<file path="config.mk">
export PLATFORM = sky130hd
export DESIGN_NAME = line_playout
export DESIGN_NICKNAME = d
export VERILOG_FILES = /design/src/rtl/video_pkg.sv /design/src/rtl/line_playout.sv
export VERILOG_INCLUDE_DIRS = /design/src /design/src/rtl
export SDC_FILE = /design/constraint.sdc
export NUM_CORES = 1
export LEC_CHECK = 0
export BUFFER_PORTS_ARGS = -buffer_cell sky130_fd_sc_hd__buf_2
export CAP_MARGIN = 10
export CORE_MARGIN = 2
export CORE_UTILIZATION = 28
export DETAILED_ROUTE_END_ITERATION = 16
export GPL_ROUTABILITY_DRIVEN = 0
export GPL_TIMING_DRIVEN = 0
export HOLD_SLACK_MARGIN = 0.06
export PLACE_DENSITY = 0.72
export SYNTH_ARGS = -nofsm -noshare
export SYNTH_HDL_FRONTEND = slang
export SYNTH_SLANG_ARGS = --single-unit
</file>
<file path="constraint.sdc">
create_clock -name clk -period 0.9 [get_ports clk]
set_input_delay 0.18 -clock clk [delete_from_list [all_inputs] [get_ports clk]]
set_output_delay 0.18 -clock clk [all_outputs]
set_load 0.03 [all_outputs]
</file>
<file path="src/rtl/video_settings.svh">
// --------------------------------------------------------------------------
// video output settings: VGA raster geometry, line buffers and OSD window
// --------------------------------------------------------------------------
`ifndef VIDEO_SETTINGS_SVH
`define VIDEO_SETTINGS_SVH

// horizontal raster, in clocks
`define H_TOTAL      682
`define H_VISIBLE    512
`define HS_START     570
`define HS_WIDTH     82

// vertical raster, in lines
`define V_TOTAL      524
`define V_VISIBLE    480
`define VS_START     490
`define VS_WIDTH     2

`define LINE_BUFFERS 2    // one per PPU line parity
`define PPU_WIDTH    256  // pixels per PPU line

`define OSD_X0       128  // window corner in VGA pixels
`define OSD_Y0       176
`define OSD_SCALE    4    // VGA pixels per bitmap pixel

`endif

</file>
<file path="src/rtl/video_pkg.sv">
// --------------------------------------------------------------------------
// video types: RGB555 pixel, PPU pixel strobe and VGA raster position
// --------------------------------------------------------------------------
package video_pkg;

	typedef struct packed {
		logic [4:0] blue;
		logic [4:0] green;
		logic [4:0] red;
	} rgb555_t;

	typedef struct packed {
		logic       valid;  // pixel strobe
		logic [5:0] index;  // palette index
		logic [7:0] x;
		logic [7:0] line;
	} ppu_pixel_t;

	typedef struct packed {
		logic [9:0] h;
		logic [9:0] v;
		logic       visible;
		logic       hsync;  // active low
		logic       vsync;  // active low
	} raster_t;

endpackage

</file>
<file path="src/rtl/line_playout.sv">
// --------------------------------------------------------------------------
// line playout: reads each stored pixel twice on two VGA lines
// --------------------------------------------------------------------------
`timescale 1ns/1ns
`include "video_settings.svh"

module line_playout
	import video_pkg::*;
(
	input  logic                          clk,
	input  raster_t                       raster_in,
	input  logic [`LINE_BUFFERS-1:0][5:0] rdata,
	output logic [7:0]                    raddr,
	output logic [5:0]                    index,
	output raster_t                       raster_out
);

	logic sel;  // buffer whose read is in flight

	// h/2 repeats every stored pixel
	assign raddr = raster_in.h[8:1];

	always_ff @(posedge clk) begin
		sel        <= raster_in.v[1];  // (v/2)[0], each PPU line on two VGA lines
		raster_out <= raster_in;
	end

	assign index = rdata[sel];

endmodule

</file>
==> flow_metrics.tcl <==
set metrics [dict create \
    layoutNonFillerInstCount 167 \
    gr-total-overflow 0 \
    pwr-share-comb_pct 28.6 \
    finish.utilization_pct 69.3 \
    cp_slowest_cell "dfxtp_2" \
    layout_common_cells "43 x buf_2, 31 x buf_6, 23 x dlygate4sd3_1, 23 x dfxtp_2, 9 x buf_4" \
    pin_count 73 \
    leakagePower_nw 0.757 \
    finalSetupViolations 29 \
    first_pass_iters 2 \
    synthDistinctLibCells 4 \
    syn2layout_area_growth_pct 139 \
    dieArea_um2 2640 \
    cts.sinks 23 \
    p_sw_mw 0.609 \
    rsz0062_at_grt "yes" \
    die_width_um 51.4 \
    drc 0 \
    cpLargestDelayFamily "flip-flops" \
    cp_data_required_time_ns 0.72 \
    vias_per_cell 3.99 \
    vias 666 \
    wl_per_cell_um 13.3 \
    drive_gt1_share_pct 83.5 \
    clkTransAtPathRegs_ns 0.12 \
    antenna_left 0 \
    maxSlewViolCount 0 \
    grt_max_degree 14 \
    syn_inst 39 \
    ctsRootBufferMaster "clkbuf_4" \
    synth_nets 75 \
    violations "negative setup slack" \
    track_usage_pct 17.8 \
    dpl.cell_count 139 \
    fin_total_pwr_mw 2.19 \
    antenna_found_initial 0 \
    maxCapViolations 0 \
    coreArea_um2 2170 \
    endpoint_kind "output pin" \
    p_int_mw 1.58 \
    io_buffers 72 \
    cellPowerDensity_nw_per_um2 1460 \
    fp-row-count 17 \
    critPathLaunch "raster_out[4]" \
    largest_reg_flops 23 \
    crit_chain "buf_6 -> mux2_4 -> buf_6" \
    synth_area_um2 629 \
    grt_pass1_vias 765 \
    hp-class "primary input to flip-flop" \
    worstSetupPathType "flip-flop to output pin" \
    first_iter_violations 1 \
    critical_path_arrival_ns 1.24 \
    dp.final_hpwl_um 1240 \
    vdd_ir_drop_max_v 0.000988 \
    dieHeight_um 51.4 \
    cts_buffer_depth 2 \
    outcome "complete, but fails checks" \
    diodes 0 \
    fmax_mhz 704 \
    cp-endpoint "index[5]" \
    cp_num_buf_inv 2 \
    post-route-period-util_pct 158 \
    path_max_fanout 6 \
    cts_tree "done" \
    p_clk_share_pct 20.7 \
    avgSynthCellArea_um2 16.1 \
    start_util_pct 29.0 \
    dpl_worst_slack_ns -0.207 \
    layout_min_cycle_time_ns 1.42 \
    swShare_pct 27.8 \
    fin_nets 176 \
    worst_slack_ns -0.520 \
    placed_area_um2 1030 \
    slew_headroom_pct 89.4 \
    largest_register "raster_out" \
    ys_ff_latch 23 \
    path_common_cell "buf_6" \
    grt_pass1_wl_um 3350 \
    cp_slowest_stage_delay_ns 0.36 \
    ctsHtreeMaxLevel 1 \
    cts_buffers 3 \
    routed_wl_um 2220 \
    synth-warning-count 0 \
    path_depth 3 \
    final_design_area_no_fill_um2 1500 \
    layout_commonest_cell "buf_2" \
    seq_power_share_pct 50.7 \
    hold_viol_final 0 \
    reg_top3 "raster_out x23" \
    worst_pin_slew_ns 0.160 \
    startpoint_type "flip-flop" \
    yosysSeqAreaShare_pct 73.2 \
]
-- power groups by stage --
stage	sequential, mW	combinational (mW)	clock [mW]
2_1_floorplan	1.22	0.168	0
4_1_cts	1.11	0.614	0.467
6_report	1.11	0.626	0.454
5_1_grt	1.12	0.654	0.530
3_5_place_dp	1.11	0.444	0
3_3_place_gp	1.11	0.437	0
-- how the worst min path moves through the flow --
| stage | startpoint | to | slack (ns) | cells after the start |
|---|---|---|---|---|
| after detailed placement | raster_in[13] | raster_out[13] | 0.28 | 1 |
| after floorplan | raster_in[0] | raster_out[0] | 0.21 | 0 |
| after CTS | raster_in[0] | raster_out[0] | 0.49 | 2 |
| after global placement | raster_in[8] | raster_out[8] | 0.28 | 1 |
| final | raster_in[3] | raster_out[3] | 0.50 | 2 |
| after global routing | raster_in[3] | raster_out[3] | 0.48 | 2 |
-- cells by family after synthesis --
group	synth area share, %
muxes	14.3
buffers and inverters	12.5
DFF	73.2
-- cell type report --
class	instances	area (µm²)
clock buffers	3	22.5
clock inverters	1	5.00
plain buffers	10	82.6
flip-flops and latches	23	489
fillers	140	666
well taps	28	35.0
repair buffers	96	779
multi-input cells	6	90.1
-- synthesized netlist by cell type --
master,number,share of area [%]
dfxtp_1,23,73
buf_4,9,11
mux2_4,6,14
buf_6,1,1.8
-- metal layers --
| layer | up-vias | track usage [%] | routed length (µm) |
|---|---|---|---|
| met2 | 51 | 33.8 | 1190 |
| li1 | 312 | - | - |
| met1 | 301 | 17.5 | 776 |
| met5 | - | 0 | 0 |
| met4 | 0 | 7.89 | 17 |
| met3 | 2 | 5.26 | 237 |
-- per-stage QoR --
stage	hold slack (ns)	TNS, ns
floorplan	0.208	-0.383
finish	0.505	-4.46
CTS	0.492	-4.59
global route	0.483	-5.73
global placement	0.283	-1.19
detailed placement	0.285	-1.21
-- repair_timing --
item,CTS,global route
hold buffers,23,0
endpoints found under the hold margin,23,0
gates resized for setup,80,1
endpoints found under the setup margin,29,29
buffers inserted,0,1
Note: power is estimated with default switching activity, not from simulation.
