--- config.mk ---
export PLATFORM = sky130hd
export DESIGN_NAME = video_timing
export DESIGN_NICKNAME = d
export VERILOG_FILES = /design/src/rtl/video_pkg.sv /design/src/rtl/video_timing.sv
export VERILOG_INCLUDE_DIRS = /design/src /design/src/rtl
export SDC_FILE = /design/constraint.sdc
export NUM_CORES = 1
export LEC_CHECK = 0
export BUFFER_PORTS_ARGS = -buffer_cell sky130_fd_sc_hd__buf_2
export CAP_MARGIN = 20
export CELL_PAD_IN_SITES_DETAIL_PLACEMENT = 1
export CELL_PAD_IN_SITES_GLOBAL_PLACEMENT = 2
export CORE_ASPECT_RATIO = 2
export CORE_MARGIN = 3
export CORE_UTILIZATION = 36
export DETAILED_ROUTE_END_ITERATION = 12
export PLACE_DENSITY = 0.84
export SYNTH_ARGS = -nofsm -noshare
export SYNTH_HDL_FRONTEND = slang
export SYNTH_SLANG_ARGS = --single-unit
--- constraint.sdc ---
create_clock -name clk -period 4.6 [get_ports clk]
set_input_delay 0.69 -clock clk [delete_from_list [all_inputs] [get_ports clk]]
set_output_delay 0.69 -clock clk [all_outputs]
set_load 0.03 [all_outputs]
--- src/rtl/video_settings.svh ---
// --------------------------------------------------------------------------
// video output settings: VGA raster geometry, line buffers and OSD window
// --------------------------------------------------------------------------
`ifndef VIDEO_SETTINGS_SVH
`define VIDEO_SETTINGS_SVH

// horizontal raster, in clocks
`define H_TOTAL      682
`define H_VISIBLE    512
`define HS_START     570
`define HS_WIDTH     82

// vertical raster, in lines
`define V_TOTAL      524
`define V_VISIBLE    480
`define VS_START     490
`define VS_WIDTH     2

`define LINE_BUFFERS 2    // one per PPU line parity
`define PPU_WIDTH    256  // pixels per PPU line

`define OSD_X0       128  // window corner in VGA pixels
`define OSD_Y0       176
`define OSD_SCALE    4    // VGA pixels per bitmap pixel

`endif

--- src/rtl/video_pkg.sv ---
// --------------------------------------------------------------------------
// video types: RGB555 pixel, PPU pixel strobe and VGA raster position
// --------------------------------------------------------------------------
package video_pkg;

	typedef struct packed {
		logic [4:0] blue;
		logic [4:0] green;
		logic [4:0] red;
	} rgb555_t;

	typedef struct packed {
		logic       valid;  // pixel strobe
		logic [5:0] index;  // palette index
		logic [7:0] x;
		logic [7:0] line;
	} ppu_pixel_t;

	typedef struct packed {
		logic [9:0] h;
		logic [9:0] v;
		logic       visible;
		logic       hsync;  // active low
		logic       vsync;  // active low
	} raster_t;

endpackage

--- src/rtl/video_timing.sv ---
// --------------------------------------------------------------------------
// VGA timing: 682 x 524 raster counters with frame restart and syncs
// --------------------------------------------------------------------------
`timescale 1ns/1ns
`include "video_settings.svh"

module video_timing
	import video_pkg::*;
(
	input  logic    clk,
	input  logic    reset,
	input  logic    frame_start,
	output raster_t raster
);

	logic [9:0] h;
	logic [9:0] v;
	logic       h_end;

	assign h_end = (h == 10'(`H_TOTAL - 1));

	always_ff @(posedge clk) begin
		if (reset || frame_start) begin  // PPU frame pulse realigns the raster
			h <= '0;
			v <= '0;
		end else if (h_end) begin
			h <= '0;
			v <= (v == 10'(`V_TOTAL - 1)) ? 10'd0 : v + 10'd1;
		end else begin
			h <= h + 10'd1;
		end
	end

	always_ff @(posedge clk) begin
		if (reset) begin
			raster <= '{h: '0, v: '0, visible: 1'b0, hsync: 1'b1, vsync: 1'b1};
		end else begin
			raster.h       <= h;
			raster.v       <= v;
			raster.visible <= (h < 10'(`H_VISIBLE)) && (v < 10'(`V_VISIBLE));
			raster.hsync   <= !((h >= 10'(`HS_START)) &&
			                    (h < 10'(`HS_START + `HS_WIDTH)));
			raster.vsync   <= !((v >= 10'(`VS_START)) &&
			                    (v < 10'(`VS_START + `VS_WIDTH)));
		end
	end

	// the published line number must stay within one frame
	a_v_range: assert property (
		@(posedge clk) disable iff (reset) raster.v < 10'(`V_TOTAL)
	);

endmodule

==> metrics <==
# rows=34; clock root buffer=clkbuf_8; Initial Util=0.374; DR vias=approximately 1300; status=completed; wl on met1=between 1 and 1.5 mm; grt ovf=0; top cell type's share of synthesized area=0.525; CP Data Arrival Time=slightly above 2 ns; # IOs=26; Port-buffer cells=25; Setup crit start=h[7]; Worst Setup Start Kind=register; clock sinks=43; dpl cells=244; Yosys Warn Count=0; R2R cell count=4; Syn Nets=approximately 180; DR WL/cell=between 10 and 15 um; Core Area=between 4000 and 5000 um2; Async SR Flop Fraction=0; Highest Signal Layer=met4; syn_area_per_cell=~9.6 um2; Reg clk slew, reported paths=around 0.080 ns; Syn Std Cell Area=~1600 um2; number of synthesized flops with an enable pin=0; Area Overhead vs Synth=16.2%; clock buffer depth=2; dominant synthesized flop cell=dfxtp_1; Mapped Cells=between 150 and 200; final hold violation count=0; TritonCTS clock tree=built; CTS buffer count=5; reg-to-reg endpoint=v[0]; post-cts resize count=0; number of global-route vias before repair=roughly 1300; final setup violating endpoints=0; CTS Hold Bufs=0; routed wire length=3.71 mm; RSZ-0062 raised after global routing=no; fin nets=between 200 and 250; first-pass GRT wire length=just over 6 mm; GPL Wtd Cong=just under 0.8; R2R Setup Slk=~2.7 ns; Max-Slew Margin vs Limit=0.498; period utilization=0.414; layout cell share with drive strength beyond 1=0.182; Hold Crit Class=reg -> reg; design area=1910 um2; CP required=4.74 ns; Post-CTS Setup Inserts=0; CP max FO=10; Slew Limit Fails=0; drt drc=0; fmax=approximately 530 MHz; Setup Skew=~0.0053 ns; Yosys reg bits=43; Die ar.=5450 um2; setup TNS=0 ns; reg-to-reg critical path startpoint=h[7]; min Tclk post-route=between 1.5 and 2 ns; Worst VDD drop=0.000289 V; Cell variety after synth=34; post-placement cell area=between 1500 and 2000 um2; H-tree Lvls=2; antenna cells=0; chip height=between 100 and 150 um; largest net degree at the start of global routing=24; Worst Setup EP=v[0]; Lkg Pwr=0.720 nW; max cap viols=0; Synth area leaders=dfxtp_1, nor2b_1, nor2_1; Setup crit end kind=register; Routed Antenna Nets=0; largest area contributor in the netlist=dfxtp_1; Final Non-Filler Cells=roughly 250; 1st-iter DRT viols=20; Met3 Routed Length=between 90 and 100 um; PwrDens=339 nW/um2; Met2 Wirelength=between 2 and 2.5 mm; register area share after synthesis=0.525; Die W=53.7 um; GR Util All Layers=0.153; clock latency on the worst-skew pair=around 0.29 ns; Final HPWL DP=between 2 and 3 mm; initial antenna violation count=0; vias per inst=5.06; router iterations before antenna repair=4; Slew @ Worst Pin=~0.75 ns; type of the worst setup path=reg -> reg
[logic make-up after synthesis]
group           after synthesis  synth area share
compound gates               15            0.0519
xor+xnor                     12            0.0641
fa+ha+maj                     3            0.0229
buf+inv                       9            0.0236
flops                        43             0.525
simple gates                 89             0.313
[cell usage after synthesis (all sizes together), types with 4 or more instances]
cell / instances
dfxtp: 43
nor2: 23
nor2b: 17
nand2: 9
nand3: 9
a21oi: 6
nand4: 6
o21ai: 6
xnor2: 6
xor2: 6
buf: 4
nor4: 4
[metal layers]
| layer | up-vias | global-route usage |
|---|---|---|
| li1 | 639 | - |
| met1 | 613 | 0.147 |
| met2 | 16 | 0.292 |
| met3 | 7 | 0.0383 |
| met4 | 0 | 0.0571 |
| met5 | - | 0 |
[worst max-delay path, stage by stage (launching register included)]
cell     delay (ns)
dfxtp_1        0.45
nor3b_2        0.36
nand4_1        0.18
o21ai_1        0.64
nor2_1         0.13
[sequential cells by signal, indices dropped and copies added, names as in the netlist]
| signal | count |
|---|---|
| v | 10 |
| raster | 23 |
| h | 10 |
[layout by cell type (no fill, tap or decap), types with 2 or more instances in the layout]
| cell | netlist | routed |
|---|---|---|
| or3_1 | 3 | 3 |
| nand4_1 | 6 | 6 |
| and2_1 | 2 | 2 |
| dfxtp_1 | 43 | 43 |
| nand4b_1 | 2 | 2 |
| buf_2 | 4 | 25 |
| or4bb_1 | 2 | 2 |
| nand3_1 | 9 | 9 |
| xnor2_1 | 6 | 6 |
| nor2b_1 | 17 | 17 |
| nor4_1 | 3 | 3 |
| and3_1 | 3 | 3 |
| xor2_1 | 6 | 6 |
| ha_1 | 3 | 3 |
| nand2_1 | 9 | 9 |
| nor2_1 | 23 | 23 |
| clkbuf_8 | 0 | 7 |
| a21oi_1 | 6 | 6 |
| o21ai_0 | 5 | 5 |
| inv_1 | 3 | 3 |
[cell type report]
type                       count  area [um2]
clock buffer                   8         100
multi-input combinational    119         741
sequential                    43         861
inverter                       3        11.3
fill                         525        2480
timing repair buffer          25         125
tap                           54        67.6
[how the worst min path moves through the flow]
stage	start	end	slack (ns)	cells after the start
5_1_grt	h[0]	h[0]	0.53	1
6_report	h[0]	h[0]	0.48	1
3_3_place_gp	h[0]	h[0]	0.46	1
4_1_cts	h[0]	h[0]	0.49	1
2_1_floorplan	v[1]	raster[0]	0.43	1
3_5_place_dp	h[0]	h[0]	0.47	1
[where the power goes]
group	switching, mW	internal, mW	total, mW	leakage [nW]
logic	0.0102	0.00300	0.0133	0.321
registers	0.00119	0.374	0.375	0.347
clock network	0.120	0.137	0.257	0.0515
total	0.132	0.514	0.645	0.720
[metrics by stage]
| stage | power, mW | utilization | hold WS [ns] | worst slack [ns] |
|---|---|---|---|---|
| 2_1_floorplan | 0.392 | - | 0.429 | 2.94 |
| 3_3_place_gp | 0.397 | 0.412 | 0.464 | 2.80 |
| 3_5_place_dp | 0.397 | 0.412 | 0.472 | 2.71 |
| 4_1_cts | 0.652 | 0.435 | 0.492 | 2.69 |
| 5_1_grt | 0.669 | 0.435 | 0.526 | 2.56 |
| 6_report | 0.645 | 0.435 | 0.483 | 2.70 |
(Power assumes the default switching activity.)
