==> src/rtl/video_settings.svh <==
// --------------------------------------------------------------------------
// video output settings: VGA raster geometry, line buffers and OSD window
// --------------------------------------------------------------------------
`ifndef VIDEO_SETTINGS_SVH
`define VIDEO_SETTINGS_SVH

// horizontal raster, in clocks
`define H_TOTAL      682
`define H_VISIBLE    512
`define HS_START     570
`define HS_WIDTH     82

// vertical raster, in lines
`define V_TOTAL      524
`define V_VISIBLE    480
`define VS_START     490
`define VS_WIDTH     2

`define LINE_BUFFERS 2    // one per PPU line parity
`define PPU_WIDTH    256  // pixels per PPU line

`define OSD_X0       128  // window corner in VGA pixels
`define OSD_Y0       176
`define OSD_SCALE    4    // VGA pixels per bitmap pixel

`endif

==> src/rtl/video_pkg.sv <==
// --------------------------------------------------------------------------
// video types: RGB555 pixel, PPU pixel strobe and VGA raster position
// --------------------------------------------------------------------------
package video_pkg;

	typedef struct packed {
		logic [4:0] blue;
		logic [4:0] green;
		logic [4:0] red;
	} rgb555_t;

	typedef struct packed {
		logic       valid;  // pixel strobe
		logic [5:0] index;  // palette index
		logic [7:0] x;
		logic [7:0] line;
	} ppu_pixel_t;

	typedef struct packed {
		logic [9:0] h;
		logic [9:0] v;
		logic       visible;
		logic       hsync;  // active low
		logic       vsync;  // active low
	} raster_t;

endpackage

==> src/rtl/line_capture.sv <==
// --------------------------------------------------------------------------
// line capture: steers PPU pixels into the buffer chosen by line parity
// --------------------------------------------------------------------------
`timescale 1ns/1ns
`include "video_settings.svh"

module line_capture
	import video_pkg::*;
(
	input  logic                     clk,
	input  logic                     reset,
	input  ppu_pixel_t               ppu,
	output logic [`LINE_BUFFERS-1:0] we,
	output logic [7:0]               waddr,
	output logic [5:0]               wdata
);

	logic [7:0] last_line;  // line of the previous write
	logic       have_last;

	always_ff @(posedge clk) begin
		if (reset) begin
			we        <= '0;
			have_last <= 1'b0;
		end else begin
			for (int i = 0; i < `LINE_BUFFERS; i++) begin
				we[i] <= ppu.valid && (ppu.line[0] == 1'(i));  // even lines to 0, odd to 1
			end
			if (ppu.valid) begin
				have_last <= 1'b1;
			end
		end
	end

	always_ff @(posedge clk) begin
		if (ppu.valid) begin
			waddr     <= ppu.x;
			wdata     <= ppu.index;
			last_line <= ppu.line;
		end
	end

	// waddr holds the x of the previous pixel written
	a_x_order: assert property (
		@(posedge clk) disable iff (reset)
		(ppu.valid && have_last && ppu.line == last_line) |-> (ppu.x >= waddr)
	);

endmodule

==> config.mk <==
export PLATFORM = sky130hd
export DESIGN_NAME = line_capture
export DESIGN_NICKNAME = d
export VERILOG_FILES = /design/src/rtl/video_pkg.sv /design/src/rtl/line_capture.sv
export VERILOG_INCLUDE_DIRS = /design/src /design/src/rtl
export SDC_FILE = /design/constraint.sdc
export NUM_CORES = 1
export LEC_CHECK = 0
export BUFFER_PORTS_ARGS = -buffer_cell sky130_fd_sc_hd__buf_2
export CORE_MARGIN = 1.5
export CORE_UTILIZATION = 37
export DETAILED_ROUTE_END_ITERATION = 12
export GPL_TIMING_DRIVEN = 0
export PLACE_DENSITY = 0.81
export SLEW_MARGIN = 15
export SYNTH_ARGS = -nofsm -noshare
export SYNTH_HDL_FRONTEND = slang
export SYNTH_SLANG_ARGS = --single-unit
==> constraint.sdc <==
create_clock -name clk -period 0.8 [get_ports clk]
set_input_delay 0.2 -clock clk [delete_from_list [all_inputs] [get_ports clk]]
set_output_delay 0.2 -clock clk [all_outputs]
set_load 0.01 [all_outputs]
==> results.cfg, run 1 <==
[outcome]
status = finished, violations left
violations = negative setup slack

[yosys]
yosys-top-cells-area = edfxtp_1, dfxtp_1, nor3b_2
syn-num-nets = 43
syn_inst = 18
synth_cell_type_count = 4
syn_avg_cell_area_um2 = 26.8
ys_seq_elements = 16
ys_seq_area_share_pct = 95.6
netlist.area_leader.share_pct = 87.3
ys_warn_count = 0
synth_top_area_cell = edfxtp_1
syn-cell-area_um2 = 482

[final_layout]
post-route-cell-area_um2 = 698
fin_nets = 81
insertedDiodeCount = 0
area_growth_pct = 44.9
fillCellCount = 98
layout-drive-gt1-share_pct = 69.1

[timing]
fin_crit_sh_pct = 126
max_freq_ghz = 0.991
min_period_ns = 1.01
tns_ns = -2.78
slew_violations = 0
worst_slack_ns = -0.209
worstMarginPinSlew_ns = 0.309
setup_violations = 16
relSlewSlack_pct = 79.4
hold_viol = 0
rsz0062_at_grt = true

[place]
pre_cts_slack_ns = -0.0312
gp_congestion = 0.632
port_buffers = 33
place_area_um2 = 664

[worst_setup_path]
required_ns = 0.60
max_stage_delay_ns = 0.39
cp.arrival_ns = 0.81
worstSetupPathType = reg2out
path_buf_inv = 1
worst-path-max-fanout = 1
crit_slowest_cell = edfxtp_1
endpoint_kind = output port
start_kind = flip-flop
cp_top_family = flip-flops
crit_path_cell_trace = buf_2

[floorplanning]
start_util_pct = 41.7
coreArea_mm2 = 0.00116
ios = 41
die-height_um = 39.1
std_cell_rows = 12
die-area_mm2 = 0.00153
die_w_um = 39.1

[power]
power.density_mw_per_mm2 = 2230
p_leak_nw = 0.312
p_total_mw = 1.56
peakVddDrop_uv = 974

[route]
ant_nets = 0
wirelength_um = 706
drc = 0
drt_iter0_drc = 1
num_vias = 285
viasPerCell = 4.13
post_drt_wl_per_cell_um = 10.2
dr.pass1.iters = 2

[cts]
postCtsHoldBufs = 0
cts_buffers = 3
cts_num_sinks = 16
clkTransAtPathRegs_ns = 0.09
cts_setup_buffers = 0
cts_buffer_depth = 2
htree_num_levels = 1
cts_tree = yes
root_buffer = clkbuf_4

[global_route]
grt_pass1_vias = 225
grtUsageTotal_pct = 10.0
grt_max_degree = 17
grt_pass1_wl_um = 917
grt_overflow = 0
grt_antenna_before_repair = 0

[run]
cap_violations = 0

[worst_hold_path]
hold_class = in2reg
cells in the mapped netlist:
cell type	number
and3b_1	1
dfxtp_1	2
nor3b_2	1
edfxtp_1	14
metrics by stage:
stage,hold WS [ns],utilization [%],instances
after global placement,0.377,57.5,65
after CTS,0.0837,59.7,69
after floorplan,0.269,-,18
after global routing,0.0718,60.4,69
after detailed placement,0.378,57.5,65
final,0.0869,60.4,69
power breakdown:
| group | internal [mW] | total [mW] | leakage, nW | switching, mW |
|---|---|---|---|---|
| logic | 0.0729 | 0.147 | 0.143 | 0.0737 |
| clock network | 0.193 | 0.422 | 0.0150 | 0.228 |
| registers | 0.974 | 0.988 | 0.154 | 0.0135 |
| total | 1.24 | 1.56 | 0.312 | 0.316 |
final timing paths:
kind	startpoint	to	slack, ns	depth (start not counted)
setup / recovery	waddr[3]$_DFFE_PP_	waddr[3]	-0.21	1
hold / removal	reset	we[0]$_SDFF_PP0_	0.09	2
repair_timing:
action                     4_1_cts  5_1_grt
gates cloned                     0        0
setup endpoints to repair       16       16
resized for setup                0        2
layout by cell type (no fill, tap or decap):
master | Yosys | layout
buf_2 | 0 | 32
edfxtp_1 | 14 | 14
clkbuf_4 | 0 | 3
nor3b_2 | 1 | 1
and3b_1 | 1 | 1
clkbuf_1 | 0 | 1
buf_6 | 0 | 1
dfxtp_1 | 2 | 1
dfxtp_2 | 0 | 1
state kept, by name (all words and copies together) (netlist names):
register and cells:
waddr 8, wdata 6, we 2
per-layer routing:
| layer | GRT usage, % | vias up | part of all wire, % |
|---|---|---|---|
| li1 | - | 143 | - |
| met1 | 13.1 | 124 | 41 |
| met2 | 13.3 | 18 | 49 |
| met3 | 3.47 | 0 | 10 |
| met4 | 7.76 | 0 | 0 |
| met5 | 0 | - | 0 |
final cells by class:
cell class,instances,area [µm²],area share [%]
flip-flops and latches,16,462,66.1
repair buffers,33,171,24.6
clock buffers,4,26.3,3.76
multi-input cells,2,21.3,3.05
well taps,14,17.5,2.51
cells by family after synthesis:
logic type and synth area share, %:
DFF 95.6, and+or+nand+nor 4.42
(Power assumes the default switching activity.)
==> run 2, diff against run 1 <==
--- a/config.mk
+++ b/config.mk
@@ -7,11 +7,13 @@
 export NUM_CORES = 1
 export LEC_CHECK = 0
 export BUFFER_PORTS_ARGS = -buffer_cell sky130_fd_sc_hd__buf_2
+export CELL_PAD_IN_SITES_DETAIL_PLACEMENT = 0
+export CELL_PAD_IN_SITES_GLOBAL_PLACEMENT = 1
 export CORE_MARGIN = 1.5
-export CORE_UTILIZATION = 37
+export CORE_UTILIZATION = 29
 export DETAILED_ROUTE_END_ITERATION = 12
 export GPL_TIMING_DRIVEN = 0
-export PLACE_DENSITY = 0.81
+export PLACE_DENSITY = 0.83
 export SLEW_MARGIN = 15
 export SYNTH_ARGS = -nofsm -noshare
 export SYNTH_HDL_FRONTEND = slang
==> results.cfg, run 2 (synthesis gave the netlist of run 1 again) <==
[outcome]
status = finished, violations left
violations = negative setup slack

[worst_setup_path]
cp-startpoint = waddr[1]$_DFFE_PP_
cp_top_family = flip-flops
max_stage_delay_ns = 0.37
endpoint_kind = output port
crit_path_cell_trace = buf_2
worstSetupPathType = reg2out
required_ns = 0.60
path_buf_inv = 1
crit_slowest_cell = edfxtp_1
crit_end = waddr[1]
worst-path-max-fanout = 1
cp.arrival_ns = 0.80
start_kind = flip-flop
path_depth = 1

[final_layout]
largest_register = waddr
layout-drive-gt1-share_pct = 67.3
insertedDiodeCount = 0
largest_register_ffs = 8
fin_nets = 81
area_growth_pct = 43.9
mostFrequentLayoutCell = buf_2
final_cells = 71
layout_common_cells = buf_2, edfxtp_1, clkbuf_4
reg_top3 = waddr x8, wdata x6, we x2
post-route-cell-area_um2 = 693

[route]
ant_nets = 0
drc = 0
drt_iter0_drc = 6
viasPerCell = 4.23
num_vias = 300
dr.pass1.iters = 4
wirelength_um = 815
post_drt_wl_per_cell_um = 11.5

[place]
place_area_um2 = 667
gp_congestion = 0.606
numPlacedInstances = 67
port_buffers = 33
pre_cts_slack_ns = -0.0364

[timing]
relSlewSlack_pct = 78.8
hold_viol = 0
worstMarginPinSlew_ns = 0.318
slew_violations = 0
setup_violations = 16
tns_ns = -2.86
fin_hold_ws_ns = 0.0854
max_freq_ghz = 1.00
rsz0062_at_grt = true
fin_crit_sh_pct = 125
min_period_ns = 0.997
worst_slack_ns = -0.197

[cts]
cts_buffers = 3
cts_buffer_depth = 2
root_buffer = clkbuf_4
cts_tree = yes
cts_num_sinks = 16
postCtsHoldBufs = 0
clkTransAtPathRegs_ns = 0.08
cts_resized = 0
htree_num_levels = 1

[power]
p_leak_nw = 0.311
peakVddDrop_uv = 1170
power.density_mw_per_mm2 = 2230

[floorplanning]
coreArea_mm2 = 0.00152
start_util_pct = 31.6
die_w_um = 43.8
die-height_um = 43.8
std_cell_rows = 14
ios = 41
die-area_mm2 = 0.00191

[global_route]
grtUsageTotal_pct = 9.36
grt_max_degree = 17
grt_pass1_wl_mm = 1.20
grt_antenna_before_repair = 0
grt_overflow = 0
grt_pass1_vias = 281

[run]
cap_violations = 0

[worst_hold_path]
hold_class = in2reg
[run 2: changes by cell type in the layout (fill, tap and decap cells not counted), sizes merged]
cell    change
clkinv      +1
clkbuf      -1
[run 2: how the worst min path moves through the flow]
| stage | to | from | cells after the start |
|---|---|---|---|
| 3_3_place_gp | wdata[1]$_DFFE_PP_ | ppu[17] | 1 |
| 5_1_grt | we[0]$_SDFF_PP0_ | reset | 2 |
| 6_report | we[0]$_SDFF_PP0_ | ppu[0] | 2 |
| 2_1_floorplan | we[0]$_SDFF_PP0_ | ppu[0] | 1 |
| 4_1_cts | we[0]$_SDFF_PP0_ | reset | 2 |
| 3_5_place_dp | waddr[7]$_DFFE_PP_ | ppu[15] | 1 |
[run 2: repair_timing]
action                     CTS  global route
setup endpoints to repair   16            16
gates cloned                 0             0
buffers inserted             0             0
[run 2: where the power goes]
group	switching (mW)	internal, mW	total (mW)
Clock	0.234	0.181	0.415
Combinational	0.0766	0.0708	0.147
Sequential	0.0124	0.974	0.986
Total	0.323	1.23	1.55
[run 2: area by class of cell]
cell class                 instances  area, µm²
fill                             138        831
sequential                        16        460
timing repair buffer              33        165
clock buffer                       3       22.5
multi-input combinational          2       21.3
tap                               16       20.0
clock inverter                     1       3.75
[run 2: per-layer routing]
layer	up-vias	global-route usage, %	wire [µm]
met5	-	0	0
met4	0	9.09	23
met3	4	2.92	78
met2	17	12.9	383
met1	133	11.3	329
li1	146	-	-
[run 2: metrics by stage]
| stage | power, mW | util [%] |
|---|---|---|
| after floorplan | 1.05 | - |
| after global placement | 1.15 | 43.8 |
| after detailed placement | 1.16 | 43.8 |
| after CTS | 1.57 | 45.5 |
| after global routing | 1.63 | 45.5 |
| final | 1.55 | 45.5 |
