[src/rtl/video_settings.svh]
// --------------------------------------------------------------------------
// video output settings: VGA raster geometry, line buffers and OSD window
// --------------------------------------------------------------------------
`ifndef VIDEO_SETTINGS_SVH
`define VIDEO_SETTINGS_SVH

// horizontal raster, in clocks
`define H_TOTAL      682
`define H_VISIBLE    512
`define HS_START     570
`define HS_WIDTH     82

// vertical raster, in lines
`define V_TOTAL      524
`define V_VISIBLE    480
`define VS_START     490
`define VS_WIDTH     2

`define LINE_BUFFERS 2    // one per PPU line parity
`define PPU_WIDTH    256  // pixels per PPU line

`define OSD_X0       128  // window corner in VGA pixels
`define OSD_Y0       176
`define OSD_SCALE    4    // VGA pixels per bitmap pixel

`endif

[src/rtl/video_pkg.sv]
// --------------------------------------------------------------------------
// video types: RGB555 pixel, PPU pixel strobe and VGA raster position
// --------------------------------------------------------------------------
package video_pkg;

	typedef struct packed {
		logic [4:0] blue;
		logic [4:0] green;
		logic [4:0] red;
	} rgb555_t;

	typedef struct packed {
		logic       valid;  // pixel strobe
		logic [5:0] index;  // palette index
		logic [7:0] x;
		logic [7:0] line;
	} ppu_pixel_t;

	typedef struct packed {
		logic [9:0] h;
		logic [9:0] v;
		logic       visible;
		logic       hsync;  // active low
		logic       vsync;  // active low
	} raster_t;

endpackage

[src/rtl/nes_palette.sv]
// --------------------------------------------------------------------------
// NES palette: 6-bit colour index to RGB555, registered
// --------------------------------------------------------------------------
`timescale 1ns/1ns

module nes_palette
	import video_pkg::*;
(
	input  logic       clk,
	input  logic [5:0] index,
	output rgb555_t    rgb
);

	logic [14:0] colour;

	always_comb begin
		case (index)
			6'h00: colour = 15'h3DEF;
			6'h01: colour = 15'h7C00;
			6'h02: colour = 15'h5C00;
			6'h03: colour = 15'h5CA8;
			6'h04: colour = 15'h4012;
			6'h05: colour = 15'h1015;
			6'h06: colour = 15'h0055;
			6'h07: colour = 15'h0051;
			6'h08: colour = 15'h00CA;
			6'h09: colour = 15'h01E0;
			6'h0A: colour = 15'h01A0;
			6'h0B: colour = 15'h0160;
			6'h0C: colour = 15'h2D00;
			6'h10: colour = 15'h5EF7;
			6'h11: colour = 15'h7DE0;
			6'h12: colour = 15'h7D60;
			6'h13: colour = 15'h7D0D;
			6'h14: colour = 15'h641B;
			6'h15: colour = 15'h2C1C;
			6'h16: colour = 15'h00FF;
			6'h17: colour = 15'h097C;
			6'h18: colour = 15'h01F5;
			6'h19: colour = 15'h02E0;
			6'h1A: colour = 15'h02A0;
			6'h1B: colour = 15'h22A0;
			6'h1C: colour = 15'h4620;
			6'h20: colour = 15'h7FFF;
			6'h21: colour = 15'h7EE7;
			6'h22: colour = 15'h7E2D;
			6'h23: colour = 15'h7DF3;
			6'h24: colour = 15'h7DFF;
			6'h25: colour = 15'h4D7F;
			6'h26: colour = 15'h2DFF;
			6'h27: colour = 15'h229F;
			6'h28: colour = 15'h02FF;
			6'h29: colour = 15'h0FF7;
			6'h2A: colour = 15'h2B6B;
			6'h2B: colour = 15'h4FEB;
			6'h2C: colour = 15'h6FA0;
			6'h2D: colour = 15'h3DEF;
			6'h30: colour = 15'h7FFF;
			6'h31: colour = 15'h7F94;
			6'h32: colour = 15'h7EF7;
			6'h33: colour = 15'h7EFB;
			6'h34: colour = 15'h7EFF;
			6'h35: colour = 15'h629F;
			6'h36: colour = 15'h5B5E;
			6'h37: colour = 15'h579F;
			6'h38: colour = 15'h3F7F;
			6'h39: colour = 15'h3FFB;
			6'h3A: colour = 15'h5FF7;
			6'h3B: colour = 15'h6FF7;
			6'h3C: colour = 15'h7FE0;
			6'h3D: colour = 15'h7F7F;
			default: colour = 15'h0000;  // the black columns x0D..x0F
		endcase
	end

	always_ff @(posedge clk) begin
		rgb <= rgb555_t'(colour);
	end

endmodule

[config.mk]
export PLATFORM = sky130hd
export DESIGN_NAME = nes_palette
export DESIGN_NICKNAME = d
export VERILOG_FILES = /design/src/rtl/video_settings.svh /design/src/rtl/video_pkg.sv /design/src/rtl/nes_palette.sv
export SDC_FILE = /design/constraint.sdc
export NUM_CORES = 1
export LEC_CHECK = 0
export ABC_CLOCK_PERIOD_IN_PS = 1800
export BUFFER_PORTS_ARGS = -buffer_cell sky130_fd_sc_hd__buf_2
export CORE_MARGIN = 2
export CORE_UTILIZATION = 45
export CTS_CLUSTER_SIZE = 10
export DETAILED_ROUTE_END_ITERATION = 6
export GPL_ROUTABILITY_DRIVEN = 0
export PLACE_DENSITY = 0.68
export SYNTH_ARGS = -nofsm -noshare
export SYNTH_HDL_FRONTEND = slang
export SYNTH_SLANG_ARGS = --single-unit
[constraint.sdc]
create_clock -name clk -period 1.8 [get_ports clk]
set_input_delay 0.36 -clock clk [delete_from_list [all_inputs] [get_ports clk]]
set_output_delay 0.36 -clock clk [all_outputs]
set_load 0.01 [all_outputs]
==> results.toml, run 1 <==
[setup_path]
critPathTopFamily = "multiplexers"
start_kind = "primary input"
cp-end-kind = "flip-flop"
cp.required_ps = 2030
cp_cell_sequence = "buf_2 > inv_1 > ha_1 > mux4_2 > o21a_1 > a21oi_2"
max_stage_delay_ps = 490
crit_arrival_ps = 1710
critPathBufInv = 2
critPathMaxFanout = 6
path_class = "primary input to flip-flop"
cpMaxStageDelayCell = "mux4_2"

[clock_tree]
cts.reportedPaths.clkPinSlew_ps = 100
cts_setup_buffers = 0
cts-root-buf = "clkbuf_4"
cts_sinks = 15
cts-resized-gates = 0
tritoncts = "built"
numCtsBuffers = 3
cts_buffer_depth = 2
ctsHoldBuffers = 0
cts-htree-levels = 1

[routing]
via_per_inst = 6.02
drc = 0
first_iter_violations = 132
vias = 1637
drtAntennaViolNets = 0
routedWlPerCell_um = 15.9
firstDrtPassIters = 7
routed_wl_um = 4340

[sta]
fmax_mhz = 674
final_hold_viol_count = 0
fin_setup_tns_ps = 0
worstMarginPinSlew_ps = 379
setup_viol = 0
fin_ws_ps = 315
min_period_ps = 1480
rsz0062_at_grt = "no"
slew_headroom_pct = 74.8
drv_slew = 0
fin_crit_sh_pct = 82.5

[yosys]
ys_async_sr_fraction_pct = 0
syn_nets = 216
synth_edf_count = 0
yosys-top-cells-area = "dfxtp_1 20%, ha_1 8.1%, o21ai_0 4.9%"
ys_ff_latch = 15
netlist_instances = 199
synth_cell_types = 50
ys_seq_area_share_pct = 19.6
synth_top_cell_area_share_pct = 19.6
synth.yosys.warnings = 0
ys.flop_type = "dfxtp_1"
synth_area_mm2 = 0.00154
yosysTopAreaCell = "dfxtp_1"
synth_area_per_cell_um2 = 7.71

[finish]
layout_commonest_cell = "buf_4"
top_regs = "rgb x15"
syn_to_final_growth_pct = 16.7
nFillCells = 331
nNetsFinal = 244
regMostFlops = "rgb"
antenna_cells = 0
finish.utilization_pct = 54.1
drive_above_1_share_pct = 25.7
multi_input_area_mm2 = 0.00107
fin_cells = 272
most-common-layout-cells = "24 x buf_4, 21 x buf_2, 16 x nand2_1, 15 x o21ai_0, 15 x dfxtp_1"
regArea_um2 = 300
largest_register_ffs = 15

[global_routing]
antenna_found_initial = 0
grt_overflow = 0
grt_pass1_vias = 1537
grt_max_degree = 22
grt_usage_pct = 22.7
grt_pass1_wl_um = 7210

[run]
maxCapViolCount = 0

[die]
fp.dieW_um = 62.4
io_pins = 22
start_util_pct = 46.4
die_h_um = 62.4
rows = 21
die_area_mm2 = 0.00390
core_area_mm2 = 0.00331

[pwr]
p_leak_nw = 0.762
vdd_drop_max_uv = 204
power_w = 0.000989
power.density_mw_per_mm2 = 552

[placed_design]
placedCellCount = 268
dp_slack_ps = 15.6
dpl.hpwl_um = 3180
port_buffers = 21

[hold_path]
min_path_type = "primary input to flip-flop"

[run_status]
outcome = "completed"
==> worst paths after layout <==
| check | slack (ps) | endpoint | cells past startpoint | from |
|---|---|---|---|---|
| max | 320 | rgb[0]$_DFF_P_ | 6 | index[0] |
| min | 440 | rgb[5]$_DFF_P_ | 2 | index[5] |
==> per-layer routing <==
layer | up-vias | track usage [%] | share of wire [%]
li1 | 790 | - | -
met1 | 738 | 32.7 | 46
met2 | 92 | 33.7 | 43
met3 | 17 | 2.16 | 7.4
met4 | 0 | 11.1 | 3.1
met5 | - | 0 | 0
==> synthesized netlist by cell type (2+ instances only) <==
cell,count
a32o_1,2
mux2_2,2
a21oi_1,12
o32ai_1,3
buf_4,3
nor3_1,4
o21a_1,2
inv_1,6
nand3_1,2
o21ai_1,2
buf_2,10
mux2i_1,6
o21ai_0,15
nor2_1,12
a221oi_1,2
a311oi_1,2
buf_6,3
a211oi_1,6
dfxtp_1,15
a21o_1,3
ha_1,10
nor2b_1,10
a32oi_1,4
a31oi_1,6
clkbuf_1,7
o211ai_1,3
nand2_1,16
nand2b_1,6
a22oi_1,4
==> kinds of logic (layout without fill, tap and decap cells) <==
kind of cell | after synthesis | in the layout | synth area share [%]
multiplexers | 10 | 10 | 7.82
buffers and inverters | 31 | 58 | 10.8
AND/OR/NAND/NOR | 53 | 53 | 16.8
adder cells (fa/ha/maj) | 10 | 10 | 8.15
XOR/XNOR | 2 | 2 | 1.14
flip-flops | 15 | 15 | 19.6
AO/OA/AOI/OAI | 78 | 78 | 35.8
==> metrics by stage <==
step,cell area (µm²),hold slack [ps]
2_1_floorplan,1540,664
3_3_place_gp,1770,719
3_5_place_dp,1770,736
4_1_cts,1790,431
5_1_grt,1790,448
6_report,1790,437
==> final cells by class <==
type,count,area share [%]
multi-input combinational,153,59.7
timing repair buffer,46,17.0
sequential,15,16.8
tap,46,3.21
inverter,8,1.82
clock buffer,4,1.47
==> power by group <==
part,internal (W),total [W],switching [W],leakage [nW]
Clock,0.0000860,0.000201,0.000115,0.0150
Combinational,0.000179,0.000412,0.000233,0.620
Sequential,0.000370,0.000377,0.00000714,0.127
(Power assumes the default switching activity.)
==> run 2, diff against run 1 <==
- ABC_AREA: unset -> 1
- ABC_CLOCK_PERIOD_IN_PS: 1800 -> 1400
- PLACE_DENSITY: 0.68 -> 0.65
- clock period: 1.8 -> 1.4 ns (I/O delays scaled with it)
==> run 2 against run 1 <==
- clock-buffer cell count unchanged
- via count up 13%
- clock power up 30%
- largest cell class unchanged
==> results.toml, run 2 <==
[routing]
vias = 1848
drc = 0
routed_wl_um = 4530
via_per_inst = 5.40
firstDrtPassIters = 5
first_iter_violations = 135
drtAntennaViolNets = 0
routedWlPerCell_um = 13.2

[finish]
regMostFlops = "rgb"
drive_above_1_share_pct = 23.8
nFillCells = 322
top_regs = "rgb x15"
most-common-layout-cells = "87 x nand2_1, 45 x nand3_1, 32 x buf_4, 22 x nor2_1, 21 x buf_2"
fin_cells = 342
nNetsFinal = 316
largest_register_ffs = 15
antenna_cells = 0
multi_input_area_mm2 = 0.00102
layout_commonest_cell = "nand2_1"
syn_to_final_growth_pct = 24.2
regArea_um2 = 300

[pwr]
seq_power_share_pct = 37.7
p_sw_w = 0.000483
p_leak_nw = 0.983
p_int_w = 0.000801
power_w = 0.00128
pwr-share-clk_pct = 20.4
swShare_pct = 37.6
power.density_mw_per_mm2 = 700
comb_power_share_pct = 41.9
vdd_drop_max_uv = 304

[sta]
fin_crit_sh_pct = 85.6
drv_slew = 0
fmax_mhz = 835
worstMarginPinSlew_ps = 338
fin_setup_tns_ps = 0
hold_slack_ps = 399
rsz0062_at_grt = "no"
setup_viol = 0
slew_headroom_pct = 77.4
min_period_ps = 1200
final_hold_viol_count = 0

[global_routing]
grt_max_degree = 23
grt_pass1_vias = 1641
grt_usage_pct = 27.4
antenna_found_initial = 0
grt_overflow = 0
grt_pass1_wl_um = 7560

[clock_tree]
ctsHoldBuffers = 0
cts_setup_buffers = 0
cts_sinks = 15
numCtsBuffers = 3
tritoncts = "built"
cts_buffer_depth = 2
cts-htree-levels = 1
cts-resized-gates = 0
cts.reportedPaths.clkPinSlew_ps = 100
cts-root-buf = "clkbuf_4"

[yosys]
synth_area_mm2 = 0.00148
netlist_instances = 254
synth.yosys.warnings = 0
synth_top_cell_area_share_pct = 22.1
synth_cell_types = 23
yosys-top-cells-area = "nand2_1 22%, dfxtp_1 20%, nand3_1 15%"
synth_area_per_cell_um2 = 5.81
synth.most_common_cell = "nand2_1"
synth_edf_count = 0
ys_async_sr_fraction_pct = 0
ys_ff_latch = 15
syn_nets = 271
ys.flop_type = "dfxtp_1"
synth_commonest_cells = "87 x nand2_1, 45 x nand3_1, 22 x nor2_1"
yosysTopAreaCell = "nand2_1"
ys_seq_area_share_pct = 20.3

[setup_path]
path_class = "primary input to flip-flop"
crit_end = "rgb[9]$_DFF_P_"
worstSetupStartpoint = "index[1]"
start_kind = "primary input"
critPathMaxFanout = 6
crit_arrival_ps = 1400
cp-end-kind = "flip-flop"
cp.required_ps = 1600

[die]
rows = 20
die_area_mm2 = 0.00376
fp.dieW_um = 61.3
io_pins = 22
die_h_um = 61.3
core_area_mm2 = 0.00308
start_util_pct = 48.0

[placed_design]
placedCellCount = 338
port_buffers = 21
dpl.hpwl_um = 3420

[hold_path]
min_path_type = "primary input to flip-flop"

[run_status]
outcome = "completed"

[run]
maxCapViolCount = 0
run 2: cell types whose count changed in the layout (fill, tap and decap cells not counted), moves of 10 or more:
cell / change
nor2b_1: -10
nor2_1: +10
nand3_1: +43
o21ai_0: -15
nand2_1: +71
o21ai_1: +12
run 2: metal layers:
layer / global-route usage (%) / wire [µm]
met1: 38.1 / 1970
met2: 41.3 / 2000
met3: 3.36 / 405
met4: 14.0 / 151
met5: 0 / 0
run 2: final cells by class:
cell class	instances	share of cell area (%)
flip-flops and latches	15	16.4
repair buffers	54	19.9
clock buffers	4	1.43
inverters	18	3.82
multi-input cells	207	55.4
well taps	44	3.00
run 2: power by group through the flow:
stage	clock network, W	logic (W)	registers, W
floorplan	0	0.000305	0.000524
global placement	0	0.000531	0.000493
detailed placement	0	0.000529	0.000494
CTS	0.000269	0.000532	0.000484
global route	0.000283	0.000601	0.000489
finish	0.000262	0.000538	0.000483
run 2: cell families (layout without fill, tap and decap cells):
kind of cell	Yosys count	after routing	synth area share, %
simple gates	166	166	48.6
fa+ha+maj	10	10	8.47
buf+inv	32	76	10.8
flops	15	15	20.3
compound gates	31	31	11.7
run 2: worst max-delay path, stage by stage:
cell	delay, ps
buf_2	120
inv_1	130
ha_1	250
nand2_1	220
nand3_1	150
nand2_1	60
nand2_1	50
nand2_1	50
nand2_1	70
inv_1	30
run 2: worst min-delay path by stage:
stage | slack [ps] | cells past startpoint | to | startpoint
global route | 430 | 4 | rgb[0]$_DFF_P_ | index[5]
CTS | 390 | 4 | rgb[0]$_DFF_P_ | index[5]
global placement | 670 | 1 | rgb[9] | rgb[9]$_DFF_P_
floorplan | 460 | 4 | rgb[13]$_DFF_P_ | index[5]
finish | 400 | 4 | rgb[0]$_DFF_P_ | index[5]
detailed placement | 670 | 1 | rgb[9] | rgb[9]$_DFF_P_
run 2: stage by stage:
stage / utilization (%) / setup WS [ps] / instance area (µm²)
2_1_floorplan: - / 130 / 1480
3_3_place_gp: 58.7 / -74.2 / 1810
3_5_place_dp: 58.7 / -86.6 / 1810
4_1_cts: 59.6 / 233 / 1830
5_1_grt: 59.6 / 71.5 / 1830
6_report: 59.6 / 202 / 1830
==> run 3, diff against run 2 <==
- CORE_UTILIZATION: 45 -> 55
- HOLD_SLACK_MARGIN: unset -> 0.05
- PLACE_DENSITY: 0.65 -> 0.77
- TNS_END_PERCENT: unset -> 100
==> run 3 against run 2 <==
- highest routed layer unchanged
- cell count is 5.6% lower
- largest cell class unchanged
- sequential cell count is the same
- the flow now finishes with violations (design-rule violations)
- clock-buffer cell count unchanged
- largest power group unchanged
- routed wire length about the same
==> results.toml, run 3 (synthesized netlist as in run 2, its figures left out) <==
[clock_tree]
cts-root-buf = "clkbuf_4"
ctsHoldBuffers = 0
tritoncts = "built"
cts-htree-levels = 1
cts.reportedPaths.clkPinSlew_ps = 90
cts-resized-gates = 0
cts_sinks = 15
cts_buffer_depth = 2
cts_setup_buffers = 0
numCtsBuffers = 3

[routing]
wl_met3_um = 545
wl_met2_um = 1990
drc = 8
vias = 1899
routedWlPerCell_um = 14.0
routed_wl_um = 4530
wl_met1_um = 1850
top_layer = "met4"
firstDrtPassIters = 7
via_per_inst = 5.88
first_iter_violations = 151
drtAntennaViolNets = 0

[sta]
worstMarginPinSlew_ps = 380
final_hold_viol_count = 0
drv_slew = 0
rsz0062_at_grt = "no"
fin_setup_tns_ps = 0
min_period_ps = 1270
slew_headroom_pct = 74.7
fin_crit_sh_pct = 90.6
setup_viol = 0
fmax_mhz = 788
hold_slack_ps = 410

[finish]
regArea_um2 = 300
drive_above_1_share_pct = 22.5
finish.utilization_pct = 70.6
nFillCells = 248
most-common-layout-cells = "87 x nand2_1, 45 x nand3_1, 28 x buf_4, 22 x nor2_1, 21 x buf_2"
layout_commonest_cell = "nand2_1"
top_regs = "rgb x15"
largest_register_ffs = 15
regMostFlops = "rgb"
antenna_cells = 0
syn_to_final_growth_pct = 19.6
multi_input_area_mm2 = 0.00102
nNetsFinal = 311
fin_cells = 323

[die]
rows = 18
fp.dieW_um = 55.8
io_pins = 22
core_area_mm2 = 0.00250
start_util_pct = 59.1
die_h_um = 55.8
die_area_mm2 = 0.00311

[setup_path]
crit_arrival_ps = 1480
start_kind = "primary input"
path_class = "primary input to flip-flop"
cp.required_ps = 1620
cp-end-kind = "flip-flop"
critPathMaxFanout = 8

[global_routing]
grt_max_degree = 23
grt_pass1_wl_um = 7650
grt_overflow = 0
antenna_found_initial = 0
grt_pass1_vias = 1631
grt_usage_pct = 30.4

[hold_path]
min_path_type = "primary input to flip-flop"

[placed_design]
dpl.hpwl_um = 3430
port_buffers = 21
placedCellCount = 319

[pwr]
power.density_mw_per_mm2 = 716
vdd_drop_max_uv = 458
p_leak_nw = 0.954

[run_status]
outcome = "finished, violations left"
violations = "design-rule violations"

[run]
maxCapViolCount = 0
[run 3: changes by cell type in the layout (fill, tap and decap cells not counted), sizes merged]
cell	change
buf	-5
[run 3: final timing paths]
path / start / endpoint / depth (start not counted)
setup / recovery: index[1] / rgb[10]$_DFF_P_ / 6
hold / removal: index[5] / rgb[0]$_DFF_P_ / 4
[run 3: final cells by class]
type,instances,area share (%)
Clock buffer,4,1.49
Inverter,18,3.97
Sequential cell,15,17.0
Tap cell,30,2.13
Multi-Input combinational cell,207,57.5
Timing Repair Buffer,49,17.9
[run 3: routing by layer]
layer  vias up  GRT usage [%]
li1        912              -
met1       836           43.0
met2       134           46.9
met3        17           4.88
met4         0           10.5
met5         -              0
[run 3: worst max-delay path, stage by stage]
cell and delay, ps:
buf_2 100, buf_4 150, ha_1 270, a21oi_2 360, a21oi_1 150, a21oi_2 170
[run 3: through the flow]
step	power, W	setup slack, ps	cell area [µm²]
6_report	0.00126	132	1770
5_1_grt	0.00134	60.6	1770
4_1_cts	0.00126	188	1770
3_5_place_dp	0.00101	-107	1740
3_3_place_gp	0.00101	-106	1740
2_1_floorplan	0.000829	130	1480
[run 3: power breakdown]
group          internal (W)  switching [W]
combinational      0.000203       0.000326
sequential         0.000475     0.00000842
clock              0.000110       0.000141
